`src/hw/mem_bridge_pkg.sv`:
```
package mem_bridge_pkg;

    localparam int ADDR_W     = 32;
    localparam int DATA_W     = 32;
    localparam int STRB_W     = DATA_W / 8;
    localparam int LINE_WORDS = 4;
    localparam int LINE_W     = LINE_WORDS * DATA_W;
    localparam int ID_W       = 4;
    localparam int LEN_W      = 4;
    localparam int SIZE_W     = 3;
    localparam int BURST_W    = 2;
    localparam int RESP_W     = 2;

    // Fixed AXI field values
    localparam logic [ID_W-1:0]    INST_ID    = 4'd0;
    localparam logic [ID_W-1:0]    DATA_ID    = 4'd1;
    localparam logic [LEN_W-1:0]   INST_LEN   = 4'd3;
    localparam logic [SIZE_W-1:0]  WORD_SIZE  = 3'd2;
    localparam logic [BURST_W-1:0] BURST_INCR = 2'd1;

    typedef enum logic [2:0] {
        ST_IDLE,
        ST_ADDR_READ,
        ST_DATA_READ,
        ST_ADDR_WRITE,
        ST_WRITE_RESP
    } access_state_e;

    typedef enum logic {
        CLIENT_INST,
        CLIENT_DATA
    } client_e;

    typedef struct packed {
        logic              wr;
        logic [1:0]        size;
        logic [ADDR_W-1:0] addr;
        logic [DATA_W-1:0] wdata;
        logic [STRB_W-1:0] wstrb;
    } data_req_t;

    typedef struct packed {
        logic [ID_W-1:0]    id;
        logic [ADDR_W-1:0]  addr;
        logic [LEN_W-1:0]   len;
        logic [SIZE_W-1:0]  size;
        logic [BURST_W-1:0] burst;
    } axi_ar_t;

    // Write address carries the same fields as read address
    typedef axi_ar_t axi_aw_t;

    typedef struct packed {
        logic [ID_W-1:0]   id;
        logic [DATA_W-1:0] data;
        logic [RESP_W-1:0] resp;
        logic              last;
    } axi_r_t;

    typedef struct packed {
        logic [DATA_W-1:0] data;
        logic [STRB_W-1:0] strb;
        logic              last;
    } axi_w_t;

    typedef struct packed {
        logic [ID_W-1:0]   id;
        logic [RESP_W-1:0] resp;
    } axi_b_t;

endpackage

```
`src/hw/port_arbiter.sv`:
```
`timescale 1ns/1ns
module port_arbiter (
    input  logic                    clk,
    input  logic                    rst_n,
    input  logic                    inst_req,
    input  logic                    data_req,
    input  logic                    start,
    output mem_bridge_pkg::client_e grant,
    output logic                    grant_valid
);

    mem_bridge_pkg::client_e last_winner;

    // Tie goes to whoever lost last time
    always_comb begin
        if (inst_req && data_req) begin
            grant = (last_winner == mem_bridge_pkg::CLIENT_INST) ?
                    mem_bridge_pkg::CLIENT_DATA : mem_bridge_pkg::CLIENT_INST;
        end else if (data_req) begin
            grant = mem_bridge_pkg::CLIENT_DATA;
        end else begin
            grant = mem_bridge_pkg::CLIENT_INST;
        end
    end

    assign grant_valid = inst_req | data_req;

    always_ff @(posedge clk or negedge rst_n) begin
        if (!rst_n) begin
            last_winner <= mem_bridge_pkg::CLIENT_INST;
        end else if (start) begin
            last_winner <= grant;
        end
    end

    start_needs_request: assert property (
        @(posedge clk) disable iff (!rst_n) start |-> grant_valid
    );

endmodule

```
`src/hw/access_fsm.sv`:
```
`timescale 1ns/1ns
module access_fsm (
    input  logic                              clk,
    input  logic                              rst_n,
    input  mem_bridge_pkg::client_e           grant,
    input  logic                              grant_valid,
    input  mem_bridge_pkg::data_req_t         data_cmd,
    input  logic [mem_bridge_pkg::ADDR_W-1:0] inst_addr,
    input  logic                              arready,
    input  logic                              awready,
    input  logic                              wready,
    input  logic                              rvalid,
    input  logic                              bvalid,
    input  logic                              r_last,
    input  logic                              beat_last,
    output logic                              start,
    output mem_bridge_pkg::axi_ar_t           ar,
    output logic                              arvalid,
    output mem_bridge_pkg::axi_aw_t           aw,
    output mem_bridge_pkg::axi_w_t            w,
    output logic                              awvalid,
    output logic                              wvalid,
    output logic                              rready,
    output logic                              bready,
    output logic                              inst_addr_ok,
    output logic                              data_addr_ok,
    output logic                              inst_data_ok,
    output logic                              data_data_ok
);

    mem_bridge_pkg::access_state_e state;
    mem_bridge_pkg::access_state_e state_next;
    mem_bridge_pkg::client_e       owner;
    mem_bridge_pkg::axi_ar_t       addr_next;
    mem_bridge_pkg::axi_ar_t       addr_q;
    logic                          aw_done;
    logic                          w_done;
    logic                          done;
    logic                          aw_fire;
    logic                          w_fire;
    logic                          read_end;
    logic                          write_end;

    assign start        = (state == mem_bridge_pkg::ST_IDLE) && grant_valid;
    assign inst_addr_ok = start && (grant == mem_bridge_pkg::CLIENT_INST);
    assign data_addr_ok = start && (grant == mem_bridge_pkg::CLIENT_DATA);

    assign arvalid = (state == mem_bridge_pkg::ST_ADDR_READ);
    assign rready  = (state == mem_bridge_pkg::ST_DATA_READ);
    assign awvalid = (state == mem_bridge_pkg::ST_ADDR_WRITE) && !aw_done;
    assign wvalid  = (state == mem_bridge_pkg::ST_ADDR_WRITE) && !w_done;
    assign bready  = (state == mem_bridge_pkg::ST_WRITE_RESP);

    assign aw_fire   = awvalid && awready;
    assign w_fire    = wvalid && wready;
    assign read_end  = rready && rvalid && r_last;
    assign write_end = bready && bvalid;

    assign ar = addr_q;
    assign aw = addr_q;

    assign inst_data_ok = done && (owner == mem_bridge_pkg::CLIENT_INST);
    assign data_data_ok = done && (owner == mem_bridge_pkg::CLIENT_DATA);

    // Fetch is a four-beat burst, data is always one beat
    always_comb begin
        addr_next.burst = mem_bridge_pkg::BURST_INCR;
        if (grant == mem_bridge_pkg::CLIENT_INST) begin
            addr_next.id   = mem_bridge_pkg::INST_ID;
            addr_next.addr = inst_addr;
            addr_next.len  = mem_bridge_pkg::INST_LEN;
            addr_next.size = mem_bridge_pkg::WORD_SIZE;
        end else begin
            addr_next.id   = mem_bridge_pkg::DATA_ID;
            addr_next.addr = data_cmd.addr;
            addr_next.len  = '0;
            addr_next.size = {1'b0, data_cmd.size};
        end
    end

    always_comb begin
        state_next = state;
        case (state)
            mem_bridge_pkg::ST_IDLE: begin
                if (start && grant == mem_bridge_pkg::CLIENT_DATA && data_cmd.wr) begin
                    state_next = mem_bridge_pkg::ST_ADDR_WRITE;
                end else if (start) begin
                    state_next = mem_bridge_pkg::ST_ADDR_READ;
                end
            end
            mem_bridge_pkg::ST_ADDR_READ: begin
                if (arready) begin
                    state_next = mem_bridge_pkg::ST_DATA_READ;
                end
            end
            mem_bridge_pkg::ST_DATA_READ: begin
                if (read_end) begin
                    state_next = mem_bridge_pkg::ST_IDLE;
                end
            end
            mem_bridge_pkg::ST_ADDR_WRITE: begin
                // AW and W may be accepted in either order
                if ((aw_done || aw_fire) && (w_done || w_fire)) begin
                    state_next = mem_bridge_pkg::ST_WRITE_RESP;
                end
            end
            mem_bridge_pkg::ST_WRITE_RESP: begin
                if (write_end) begin
                    state_next = mem_bridge_pkg::ST_IDLE;
                end
            end
            default: state_next = mem_bridge_pkg::ST_IDLE;
        endcase
    end

    always_ff @(posedge clk or negedge rst_n) begin
        if (!rst_n) begin
            state   <= mem_bridge_pkg::ST_IDLE;
            owner   <= mem_bridge_pkg::CLIENT_INST;
            aw_done <= 1'b0;
            w_done  <= 1'b0;
            done    <= 1'b0;
        end else begin
            state <= state_next;
            done  <= read_end || write_end;
            if (start) begin
                owner   <= grant;
                aw_done <= 1'b0;
                w_done  <= 1'b0;
            end else begin
                if (aw_fire) begin
                    aw_done <= 1'b1;
                end
                if (w_fire) begin
                    w_done <= 1'b1;
                end
            end
        end
    end

    always_ff @(posedge clk) begin
        if (start) begin
            addr_q <= addr_next;
            w      <= '{data: data_cmd.wdata, strb: data_cmd.wstrb, last: 1'b1};
        end
    end

    ar_held: assert property (
        @(posedge clk) disable iff (!rst_n) arvalid && !arready |=> $stable(ar)
    );

    // Slave's last flag must agree with our own beat count
    last_beat_agrees: assert property (
        @(posedge clk) disable iff (!rst_n) rvalid && rready |-> r_last == beat_last
    );

endmodule

```
`src/hw/beat_counter.sv`:
```
`timescale 1ns/1ns
module beat_counter (
    input  logic                             clk,
    input  logic                             rst_n,
    input  logic                             start,
    input  logic [mem_bridge_pkg::LEN_W-1:0] expected_len,
    input  logic                             beat_fire,
    output logic [1:0]                       beat_index,
    output logic                             beat_last
);

    logic [mem_bridge_pkg::LEN_W-1:0] count;

    // Length is the AXI len field, so a single beat has length 0
    assign beat_last  = (count == expected_len);
    assign beat_index = count[1:0];

    always_ff @(posedge clk or negedge rst_n) begin
        if (!rst_n) begin
            count <= '0;
        end else if (start) begin
            count <= '0;
        end else if (beat_fire) begin
            count <= count + 1'b1;
        end
    end

    // A beat past the last would find the count above the length
    count_in_range: assert property (
        @(posedge clk) disable iff (!rst_n) beat_fire |-> count <= expected_len
    );

endmodule

```
`src/hw/line_buffer.sv`:
```
`timescale 1ns/1ns
module line_buffer (
    input  logic                              clk,
    input  logic                              rst_n,
    input  logic                              beat_fire,
    input  logic [1:0]                        beat_index,
    input  logic [mem_bridge_pkg::DATA_W-1:0] beat_data,
    output logic [mem_bridge_pkg::LINE_W-1:0] line,
    output logic [mem_bridge_pkg::DATA_W-1:0] word
);

    logic [mem_bridge_pkg::LINE_WORDS-1:0][mem_bridge_pkg::DATA_W-1:0] slots;

    // Word 0 of the line sits in the low bits
    assign line = slots;

    always_ff @(posedge clk or negedge rst_n) begin
        if (!rst_n) begin
            slots <= '0;
            word  <= '0;
        end else if (beat_fire) begin
            slots[beat_index] <= beat_data;
            word              <= beat_data;
        end
    end

endmodule

```
`src/hw/mem_bridge_top.sv`:
```
`timescale 1ns/1ns
module mem_bridge_top (
    input  logic                              clk,
    input  logic                              rst_n,

    input  logic                              inst_req,
    input  logic [mem_bridge_pkg::ADDR_W-1:0] inst_addr,
    output logic                              inst_addr_ok,
    output logic                              inst_data_ok,
    output logic [mem_bridge_pkg::LINE_W-1:0] inst_rdata,

    input  logic                              data_req,
    input  mem_bridge_pkg::data_req_t         data_cmd,
    output logic                              data_addr_ok,
    output logic                              data_data_ok,
    output logic [mem_bridge_pkg::DATA_W-1:0] data_rdata,

    output mem_bridge_pkg::axi_ar_t           ar,
    output logic                              arvalid,
    input  logic                              arready,
    input  mem_bridge_pkg::axi_r_t            r,
    input  logic                              rvalid,
    output logic                              rready,
    output mem_bridge_pkg::axi_aw_t           aw,
    output logic                              awvalid,
    input  logic                              awready,
    output mem_bridge_pkg::axi_w_t            w,
    output logic                              wvalid,
    input  logic                              wready,
    input  mem_bridge_pkg::axi_b_t            b,
    input  logic                              bvalid,
    output logic                              bready
);

    mem_bridge_pkg::client_e grant;
    logic                    grant_valid;
    logic                    start;
    logic                    beat_fire;
    logic                    beat_last;
    logic [1:0]              beat_index;

    assign beat_fire = rvalid && rready;

    port_arbiter u_arbiter (
        .clk         (clk),
        .rst_n       (rst_n),
        .inst_req    (inst_req),
        .data_req    (data_req),
        .start       (start),
        .grant       (grant),
        .grant_valid (grant_valid)
    );

    access_fsm u_fsm (
        .clk          (clk),
        .rst_n        (rst_n),
        .grant        (grant),
        .grant_valid  (grant_valid),
        .data_cmd     (data_cmd),
        .inst_addr    (inst_addr),
        .arready      (arready),
        .awready      (awready),
        .wready       (wready),
        .rvalid       (rvalid),
        .bvalid       (bvalid),
        .r_last       (r.last),
        .beat_last    (beat_last),
        .start        (start),
        .ar           (ar),
        .arvalid      (arvalid),
        .aw           (aw),
        .w            (w),
        .awvalid      (awvalid),
        .wvalid       (wvalid),
        .rready       (rready),
        .bready       (bready),
        .inst_addr_ok (inst_addr_ok),
        .data_addr_ok (data_addr_ok),
        .inst_data_ok (inst_data_ok),
        .data_data_ok (data_data_ok)
    );

    // AR stays stable for the whole read, so its len bounds the count
    beat_counter u_counter (
        .clk          (clk),
        .rst_n        (rst_n),
        .start        (start),
        .expected_len (ar.len),
        .beat_fire    (beat_fire),
        .beat_index   (beat_index),
        .beat_last    (beat_last)
    );

    line_buffer u_buffer (
        .clk        (clk),
        .rst_n      (rst_n),
        .beat_fire  (beat_fire),
        .beat_index (beat_index),
        .beat_data  (r.data),
        .line       (inst_rdata),
        .word       (data_rdata)
    );

    // Only one transaction in flight, so returned ids echo the request
    r_id_matches: assert property (
        @(posedge clk) disable iff (!rst_n) beat_fire |-> r.id == ar.id
    );

    b_id_matches: assert property (
        @(posedge clk) disable iff (!rst_n)
        bvalid && bready |-> b.id == mem_bridge_pkg::DATA_ID
    );

endmodule

```
`config.mk`:
```
export PLATFORM = sky130hd
export DESIGN_NAME = mem_bridge_top
export DESIGN_NICKNAME = d
export VERILOG_FILES = /design/src/hw/mem_bridge_pkg.sv /design/src/hw/port_arbiter.sv /design/src/hw/access_fsm.sv /design/src/hw/beat_counter.sv /design/src/hw/line_buffer.sv /design/src/hw/mem_bridge_top.sv
export SDC_FILE = /design/constraint.sdc
export NUM_CORES = 1
export LEC_CHECK = 0
export ABC_AREA = 1
export BUFFER_PORTS_ARGS = -buffer_cell sky130_fd_sc_hd__buf_2
export CORE_AREA = 2 2 174 176
export CTS_CLUSTER_DIAMETER = 30
export CTS_CLUSTER_SIZE = 16
export DETAILED_ROUTE_END_ITERATION = 10
export DIE_AREA = 0 0 176 178
export GPL_ROUTABILITY_DRIVEN = 0
export HOLD_SLACK_MARGIN = 0.1
export PLACE_DENSITY = 0.65
export SYNTH_ARGS = -nofsm -noshare
export SYNTH_HDL_FRONTEND = slang
export SYNTH_HIERARCHICAL = 1
export SYNTH_SLANG_ARGS = --single-unit
```
`constraint.sdc`:
```
create_clock -name clk -period 7.1 [get_ports clk]
set_input_delay 1.42 -clock clk [delete_from_list [all_inputs] [get_ports clk]]
set_output_delay 1.42 -clock clk [all_outputs]
set_load 0.01 [all_outputs]
```
==> reports/results.tsv, run 1 <==
metric	value	unit
hold crit path type	reg2reg	
final worst-path cycle share	54.5	%
post-route cell area	0.0140	mm^2
cells after synthesis	1030	
gr ovfl total	0	
TNS Setup	0	ps
outcome	completed	
vias	8708	
CTS H-tree depth	2	
Slew headroom	38.0	%
Final Hold Viols	0	
Cell Chain, Critical Path	buf_2, nand2_1, and2_1, buf_4, nand4_2, inv_1, buf_2	
drt first pass iters	4	
Horiz. Die Dim	176	um
Worst path most repeated cell	buf_2	
synthesized area	0.0101	mm^2
CTS Hold Buffers Added	0	
number of max-cap violations	0	
Crit-path slowest cell	buf_4	
Max IR drop VDD	234	uV
delay-heaviest family, CP	buffers and inverters	
Layout Nets	1570	
placeable core area	0.0294	mm^2
CTS clk-pin slew, worst paths	50	ps
Buf/Inv on CP	4	
worst skew pair latency	550	ps
clock sink count	242	
CP endpoint kind	primary output	
final WL	33900	um
first-pass GRT wire length	50200	um
Avg Cell Area, Syn	9.78	um^2
Min Clock Period, post-route	3870	ps
Fmax	258	MHz
Ys Warns	6	
CTS root buf	clkbuf_16	
WS Path Type	in2out	
Layout area overhead	38.7	%
Finish-stage setup viols	0	
sequential power share	33.7	%
post-place instance area	0.0121	mm^2
post-detail-place hpwl	23300	um
most common cell after layout, fill and taps aside	buf_2	
TritonCTS clock tree	done	
slowest stage delay, CP	350	ps
gr usage total	21.0	%
worst slew pin tran	930	ps
vias in the first global route	8539	
NetSw	2500	uW
Post-CTS Setup Bufs	0	
Die Y	178	um
Leak Pwr	0.00753	uW
clk_skew	24.9	ps
largest net degree at the start of global routing	114	
flop2flop setup slack	4130	ps
IO Port Bufs	423	
DR vias/cell	4.71	
DRC Markers	0	
Clock Power Share	36.4	%
RSZ-0062 raised after global routing	false	
CTS Buf Count	53	
Die ar.	0.0313	mm^2
post-CTS sizing	0	
num rows	63	
Top Ports	453	
Slew Viols, Final	0	
hold_ws	464	ps
post-route ant nets	0	
Starting DRT DRC Count	549	
Comb pwr share	29.9	%
Initial Utilization	34.3	%
Clock Path Buffers	3	
switch share	36.3	%
Avg WL per Cell	18.3	um
fillcell total	2802	
startpoint types	input port	
initial antenna violation count	5	
CP Max Fanout	37	
required time worst endpoint	5680	ps
share of cells above drive strength 1	37.7	%
Internal	4380	uW
most frequent cells in the layout	buf_2, nand2_1, dfrtp_1	
P per Cell Area	493	mW/mm^2
CP Data Arrival Time	2450	ps
-- power by group through the flow --
| stage | clock network [uW] | logic [uW] | registers [uW] |
|---|---|---|---|
| floorplan | 0 | 935 | 2580 |
| global placement | 0 | 2060 | 2310 |
| detailed placement | 0 | 2090 | 2330 |
| CTS | 2550 | 2090 | 2320 |
| global route | 2620 | 2260 | 2380 |
| finish | 2500 | 2060 | 2320 |
-- layout make-up --
type	instances	area (um^2)	area share, %
well taps	390	488	3.49
clock inverters	42	494	3.54
inverters	56	216	1.55
multi-input cells	625	2760	19.8
repair buffers	434	2210	15.8
flip-flops and latches	242	6420	46.0
clock buffers	58	1380	9.85
diodes	2	5.00	0.0358
-- state kept, by name, indices dropped and copies added (netlist names) --
register and flops:
u_fsm/aw_done 1, u_fsm/w 36, u_fsm/state 3, u_fsm/owner 1, u_buffer/word 32, u_fsm/w_done 1
u_buffer/line 128, u_fsm/ar 36, u_counter/count 2, u_arbiter/last_winner 1, u_fsm/done 1
-- metal layers --
metal / GRT usage [%] / up-vias / wire length [um]
met5: 0 / - / 12
met4: 7.09 / 2 / 976
met3: 5.22 / 74 / 2660
met2: 38.3 / 404 / 17600
met1: 24.0 / 4136 / 12700
li1: - / 4092 / -
-- stage by stage --
step / power [uW] / utilization, % / instances / setup slack (ps)
after floorplan: 3510 / - / 1045 / 3380
after global placement: 4370 / 41.1 / 1747 / 3210
after detailed placement: 4420 / 41.1 / 1747 / 3210
after CTS: 6960 / 47.5 / 1847 / 3210
after global routing: 7260 / 47.5 / 1848 / 3110
final: 6880 / 47.5 / 1849 / 3230
-- worst reg2reg max path, cell delays in order, from the launching register on --
cell and delay (ps):
dfrtp_2 380, buf_4 320, inv_2 830, nand3_1 710, buf_4 450, nand2_1 110
nand2_1 50
-- path summary, 6_finish.rpt --
| path | from | end | cells after the start |
|---|---|---|---|
| worst min-delay path | u_buffer/line[90] | u_buffer/line[90] | 2 |
| max in group asynchronous | rst_n | u_buffer/line[81] | 2 |
| worst min register to register | u_buffer/line[90] | u_buffer/line[90] | 2 |
| worst max register to register | u_counter/count[0] | u_buffer/line[67] | 6 |
| min in group asynchronous | rst_n | u_buffer/word[1] | 1 |
| worst max-delay path | inst_req | data_addr_ok | 7 |
(Power assumes the default switching activity.)
==> run 2, diff against run 1 <==
- ABC_AREA: 1 -> 0
- clock period: 7.1 -> 3.2 ns (I/O delays scaled with it)
==> reports/results.tsv, run 2 <==
metric	value	unit	change
Slew Viols, Final	0		unchanged
Fmax	399	MHz	
Crit. Startpoint	u_fsm/state[0]		
Place WS	638	ps	-2570 ps
IO Port Bufs	423		unchanged
Clock Path Buffers	3		unchanged
TritonCTS clock tree	done		
Max IR drop VDD	548	uV	+130%
number of max-cap violations	0		unchanged
worst slew pin tran	531	ps	-399 ps
CTS Buf Count	53		unchanged
clk_skew	20.6	ps	-4.28 ps
Leak Pwr	0.00668	uW	-11%
Buf/Inv on CP	1		-3
Final Hold Viols	0		unchanged
RSZ-0062 raised after global routing	false		
post-route cell area	0.0136	mm^2	-2.4%
Post-CTS Setup Bufs	0		unchanged
Initial Utilization	32.3	%	-1.9 points
worst r2r src	u_fsm/state[1]		
Layout area overhead	43.5	%	
largest net degree at the start of global routing	90		-21%
Crit-path slowest cell	or3b_1		
initial antenna violation count	4		-1
DRC Markers	0		unchanged
vias in the first global route	6508		-24%
CP Data Arrival Time	1870	ps	-580 ps
Min Clock Period, post-route	2510	ps	
gr ovfl total	0		unchanged
Die ar.	0.0313	mm^2	unchanged
Starting DRT DRC Count	211		-62%
Top Ports	453		unchanged
cells after synthesis	563		-45%
post-route ant nets	0		unchanged
Avg Cell Area, Syn	16.9	um^2	+73%
startpoint types	register		
Avg WL per Cell	19.2	um	+4.7%
share of cells above drive strength 1	70.2	%	+32 points
Finish-stage setup viols	0		unchanged
CTS H-tree depth	2		unchanged
drt first pass iters	4		unchanged
clock sink count	242		unchanged
fin util	46.4	%	-1.1 points
post-detail-place hpwl	20100	um	-14%
outcome	completed		
fillcell total	2649		-5.5%
Final WS setup	692	ps	-2540 ps
vias	6222		-29%
Layout Nets	1151		-27%
DR vias/cell	4.35		-7.5%
gr usage total	16.7	%	-4.3 points
synthesized area	0.00950	mm^2	-5.6%
CTS root buf	clkbuf_16		
Ys Warns	6		unchanged
worst skew pair latency	550	ps	about the same
Horiz. Die Dim	176	um	unchanged
hold path start	data_cmd[34]		
first-pass GRT wire length	39300	um	-22%
final worst-path cycle share	78.4	%	
max reg flops	128		unchanged
num rows	63		unchanged
P per Cell Area	1100	mW/mm^2	+120%
Slew headroom	64.6	%	+27 points
most common cell after layout, fill and taps aside	buf_2		
hold crit path type	in2reg		
CTS clk-pin slew, worst paths	50	ps	about the same
WS Path Type	reg2out		
delay-heaviest family, CP	simple AND/OR/NAND/NOR gates		
final WL	27400	um	-19%
required time worst endpoint	2560	ps	-3120 ps
slowest stage delay, CP	540	ps	+190 ps
TNS Setup	0	ps	unchanged
CP Max Fanout	6		-84%
post-place instance area	0.0118	mm^2	-2.8%
CP endpoint kind	primary output		
Cell Chain, Critical Path	or3b_1, nor3_1, buf_2		
most frequent cells in the layout	buf_2, mux2_2, dfrtp_1		
Die Y	178	um	unchanged
placeable core area	0.0294	mm^2	unchanged
## run 2: routing by layer
metal  wire length, um  up-vias  track usage, %
li1                  -     2824               -
met1              9480     3064            17.3
met2             15200      275            32.0
met3              2050       55            5.14
met4               678        4            5.61
met5                19        -               0
## run 2: per-stage QoR
step	hold WS [ps]	total power (uW)	std cells
detailed placement	483	9590	1327
global route	237	15700	1429
floorplan	344	7670	578
CTS	242	15200	1428
finish	263	15000	1429
global placement	466	9510	1327
## run 2: final cells by class
class | instances | area (um^2) | share of cell area, %
repair buffers | 439 | 2270 | 16.7
well taps | 390 | 488 | 3.58
inverters | 1 | 3.75 | 0.0275
diodes | 1 | 2.50 | 0.0184
clock inverters | 36 | 427 | 3.13
flip-flops and latches | 242 | 6420 | 47.1
clock buffers | 64 | 1440 | 10.6
multi-input cells | 256 | 2590 | 19.0
## run 2: power by group
group          total [uW]  internal [uW]  switching (uW)
sequential           5240           4590             649
combinational        4260           2030            2220
clock                5480           3710            1770
total               15000          10300            4640
## run 2: repair_timing
action / in CTS / in global routing
setup endpoints to repair: 0 / 0
hold buffers: 1 / 0
hold endpoints to repair: 50 / 0
resized for setup: 0 / 0
## run 2: final timing paths
kind                                      to  slack (ps)  depth (start not counted)
max                             data_addr_ok         690                          3
min                              u_fsm/w[35]         260                          1
max reg2reg                u_buffer/line[27]         700                          5
min reg2reg                 u_buffer/line[6]         490                          1
max in group asynchronous        u_fsm/owner        1700                          3
min in group asynchronous  u_buffer/line[76]         620                          2
==> run 3, diff against run 2 <==
- ABC_AREA: 0 -> 1
- CORE_AREA: 2 2 174 176 -> 2 2 178 180
- DIE_AREA: 0 0 176 178 -> 0 0 180 182
- PLACE_DENSITY: 0.65 -> 0.63
- clock period: 3.2 -> 2.55 ns (I/O delays scaled with it)
==> reports/results.tsv, run 3 (synthesized netlist as in run 1, its figures left out) <==
metric	value	unit	change
Layout area overhead	42.4	%	
worst setup path end	inst_addr_ok		
IO Port Bufs	423		unchanged
slowest stage delay, CP	490	ps	-50 ps
clock sink count	242		unchanged
worst r2r src	u_fsm/state[0]		
Crit. Startpoint	u_fsm/state[0]		
RR Endpoint	u_buffer/line[24]		
largest net degree at the start of global routing	73		-19%
Slew Viols, Final	0		unchanged
CTS root buf	clkbuf_16		
Avg WL per Cell	18.4	um	-4.0%
Cell Chain, Critical Path	nor2_2, nand3_1, nor2_1, buf_2		
WS Path Type	reg2out		
vias in the first global route	9090		+40%
Comb pwr share	29.1	%	+0.7 points
TNS Setup	0	ps	unchanged
vias	8856		+42%
P per Cell Area	1390	mW/mm^2	+27%
Horiz. Die Dim	180	um	+2.3%
final WL	34600	um	+26%
CTS clk-pin slew, worst paths	50	ps	about the same
first-pass GRT wire length	52500	um	+34%
Die Y	182	um	+2.2%
most frequent cells in the layout	buf_2, nand2_1, dfrtp_1		
max reg flops	128		unchanged
Top Ports	453		unchanged
Leak Pwr	0.00771	uW	+15%
num rows	65		+3.2%
Fmax	418	MHz	
DRC Markers	0		unchanged
required time worst endpoint	2040	ps	-520 ps
drt first pass iters	5		+1
hold crit path type	in2reg		
Initial Utilization	32.5	%	+0.18 points
delay-heaviest family, CP	simple AND/OR/NAND/NOR gates		
Starting DRT DRC Count	464		+120%
worst skew pair latency	540	ps	about the same
Crit-path slowest cell	dfrtp_1		
Die ar.	0.0328	mm^2	+4.6%
clk_skew	14.1	ps	-6.50 ps
placeable core area	0.0310	mm^2	+5.4%
Clock Path Buffers	3		unchanged
CP endpoint kind	primary output		
Clock Power Share	38.3	%	+1.7 points
fin util	46.3	%	-0.10 points
Final Hold Viols	0		unchanged
Crit path depth	4		+1
Layout Nets	1585		+38%
RSZ-0062 raised after global routing	false		
CP Max Fanout	9		+3
sequential power share	32.6	%	-2.4 points
TritonCTS clock tree	done		
most common cell after layout, fill and taps aside	buf_2		
fillcell total	3026		+14%
flop2flop setup slack	480	ps	-220 ps
startpoint types	register		
CTS Buf Count	53		unchanged
final worst-path cycle share	93.8	%	
switch share	34.4	%	+3.4 points
CTS H-tree depth	2		unchanged
outcome	completed		
Finish-stage setup viols	0		unchanged
post-detail-place hpwl	24400	um	+21%
post-route ant nets	0		unchanged
Max IR drop VDD	601	uV	+9.7%
CP Data Arrival Time	1880	ps	about the same
share of cells above drive strength 1	38.0	%	-32 points
hold path start	data_cmd[14]		
Buf/Inv on CP	1		unchanged
DR vias/cell	4.72		+8.3%
Internal	13100	uW	+27%
initial antenna violation count	4		unchanged
R2R depth	8		+3
gr ovfl total	0		unchanged
number of max-cap violations	0		unchanged
Min Clock Period, post-route	2390	ps	
gr usage total	20.5	%	+3.8 points
NetSw	6880	uW	+48%
## run 3: cell count changes in the layout (fill, tap and decap cells not counted), moves of 9 or more
cell,change
nand4_1,+99
mux2_2,-190
bufinv_16,+9
nand3_1,+43
inv_1,+49
o21ai_0,+32
nand2_1,+408
## run 3: worst min path at each step
stage / to / slack (ps) / cells past startpoint
CTS: u_fsm/w[8] / 130 / 1
global route: u_fsm/w[21] / 120 / 1
finish: u_fsm/w[15] / 150 / 1
floorplan: u_arbiter/last_winner / 210 / 0
global placement: u_buffer/line[105] / 440 / 1
detailed placement: u_buffer/line[105] / 440 / 1
## run 3: metal layers
| metal | part of all wire (%) | GRT usage [%] | vias to the layer above |
|---|---|---|---|
| li1 | - | - | 4126 |
| met1 | 37 | 22.8 | 4225 |
| met2 | 50 | 35.8 | 422 |
| met3 | 8.4 | 6.16 | 83 |
| met4 | 4.5 | 10.3 | 0 |
| met5 | 0 | 0 | - |
## run 3: cell type report
type / instances / area, um^2 / share of cell area (%)
Sequential cell: 242 / 6420 / 44.8
Multi-Input combinational cell: 625 / 2770 / 19.3
Timing Repair Buffer: 449 / 2410 / 16.8
Clock buffer: 59 / 1390 / 9.69
Clock inverter: 40 / 618 / 4.31
Tap cell: 402 / 503 / 3.51
Inverter: 56 / 219 / 1.53
Antenna cell: 5 / 12.5 / 0.0873
## run 3: power groups by stage
stage / registers [uW] / clock network [uW] / logic, uW
global placement: 6500 / 0 / 5820
detailed placement: 6540 / 0 / 5870
global route: 6710 / 7960 / 6400
floorplan: 7160 / 0 / 2620
finish: 6510 / 7650 / 5810
CTS: 6530 / 7760 / 5900
## run 3: timing repair
item,in CTS,in global routing
endpoints found under the hold margin,34,0
hold buffers,1,0
buffers inserted,0,0
gates resized for setup,0,0
setup endpoints to repair,0,0
## run 3: worst register-to-register path: cells and delay by family, from the launching register on
kind,cells,cell delay [ps]
buffers and inverters,3,760
flip-flops,1,490
AND/OR/NAND/NOR,5,730
## run 3: metrics by stage
stage | total power (uW) | hold WS (ps) | cells | area, um^2 | setup slack, ps
finish | 20000 | 147 | 1878 | 14300 | 158
CTS | 20200 | 126 | 1873 | 14300 | 137
global placement | 12300 | 439 | 1773 | 12300 | 511
detailed placement | 12400 | 439 | 1773 | 12300 | 492
global route | 21100 | 122 | 1877 | 14300 | 0.351
floorplan | 9780 | 214 | 1045 | 10100 | 26.0
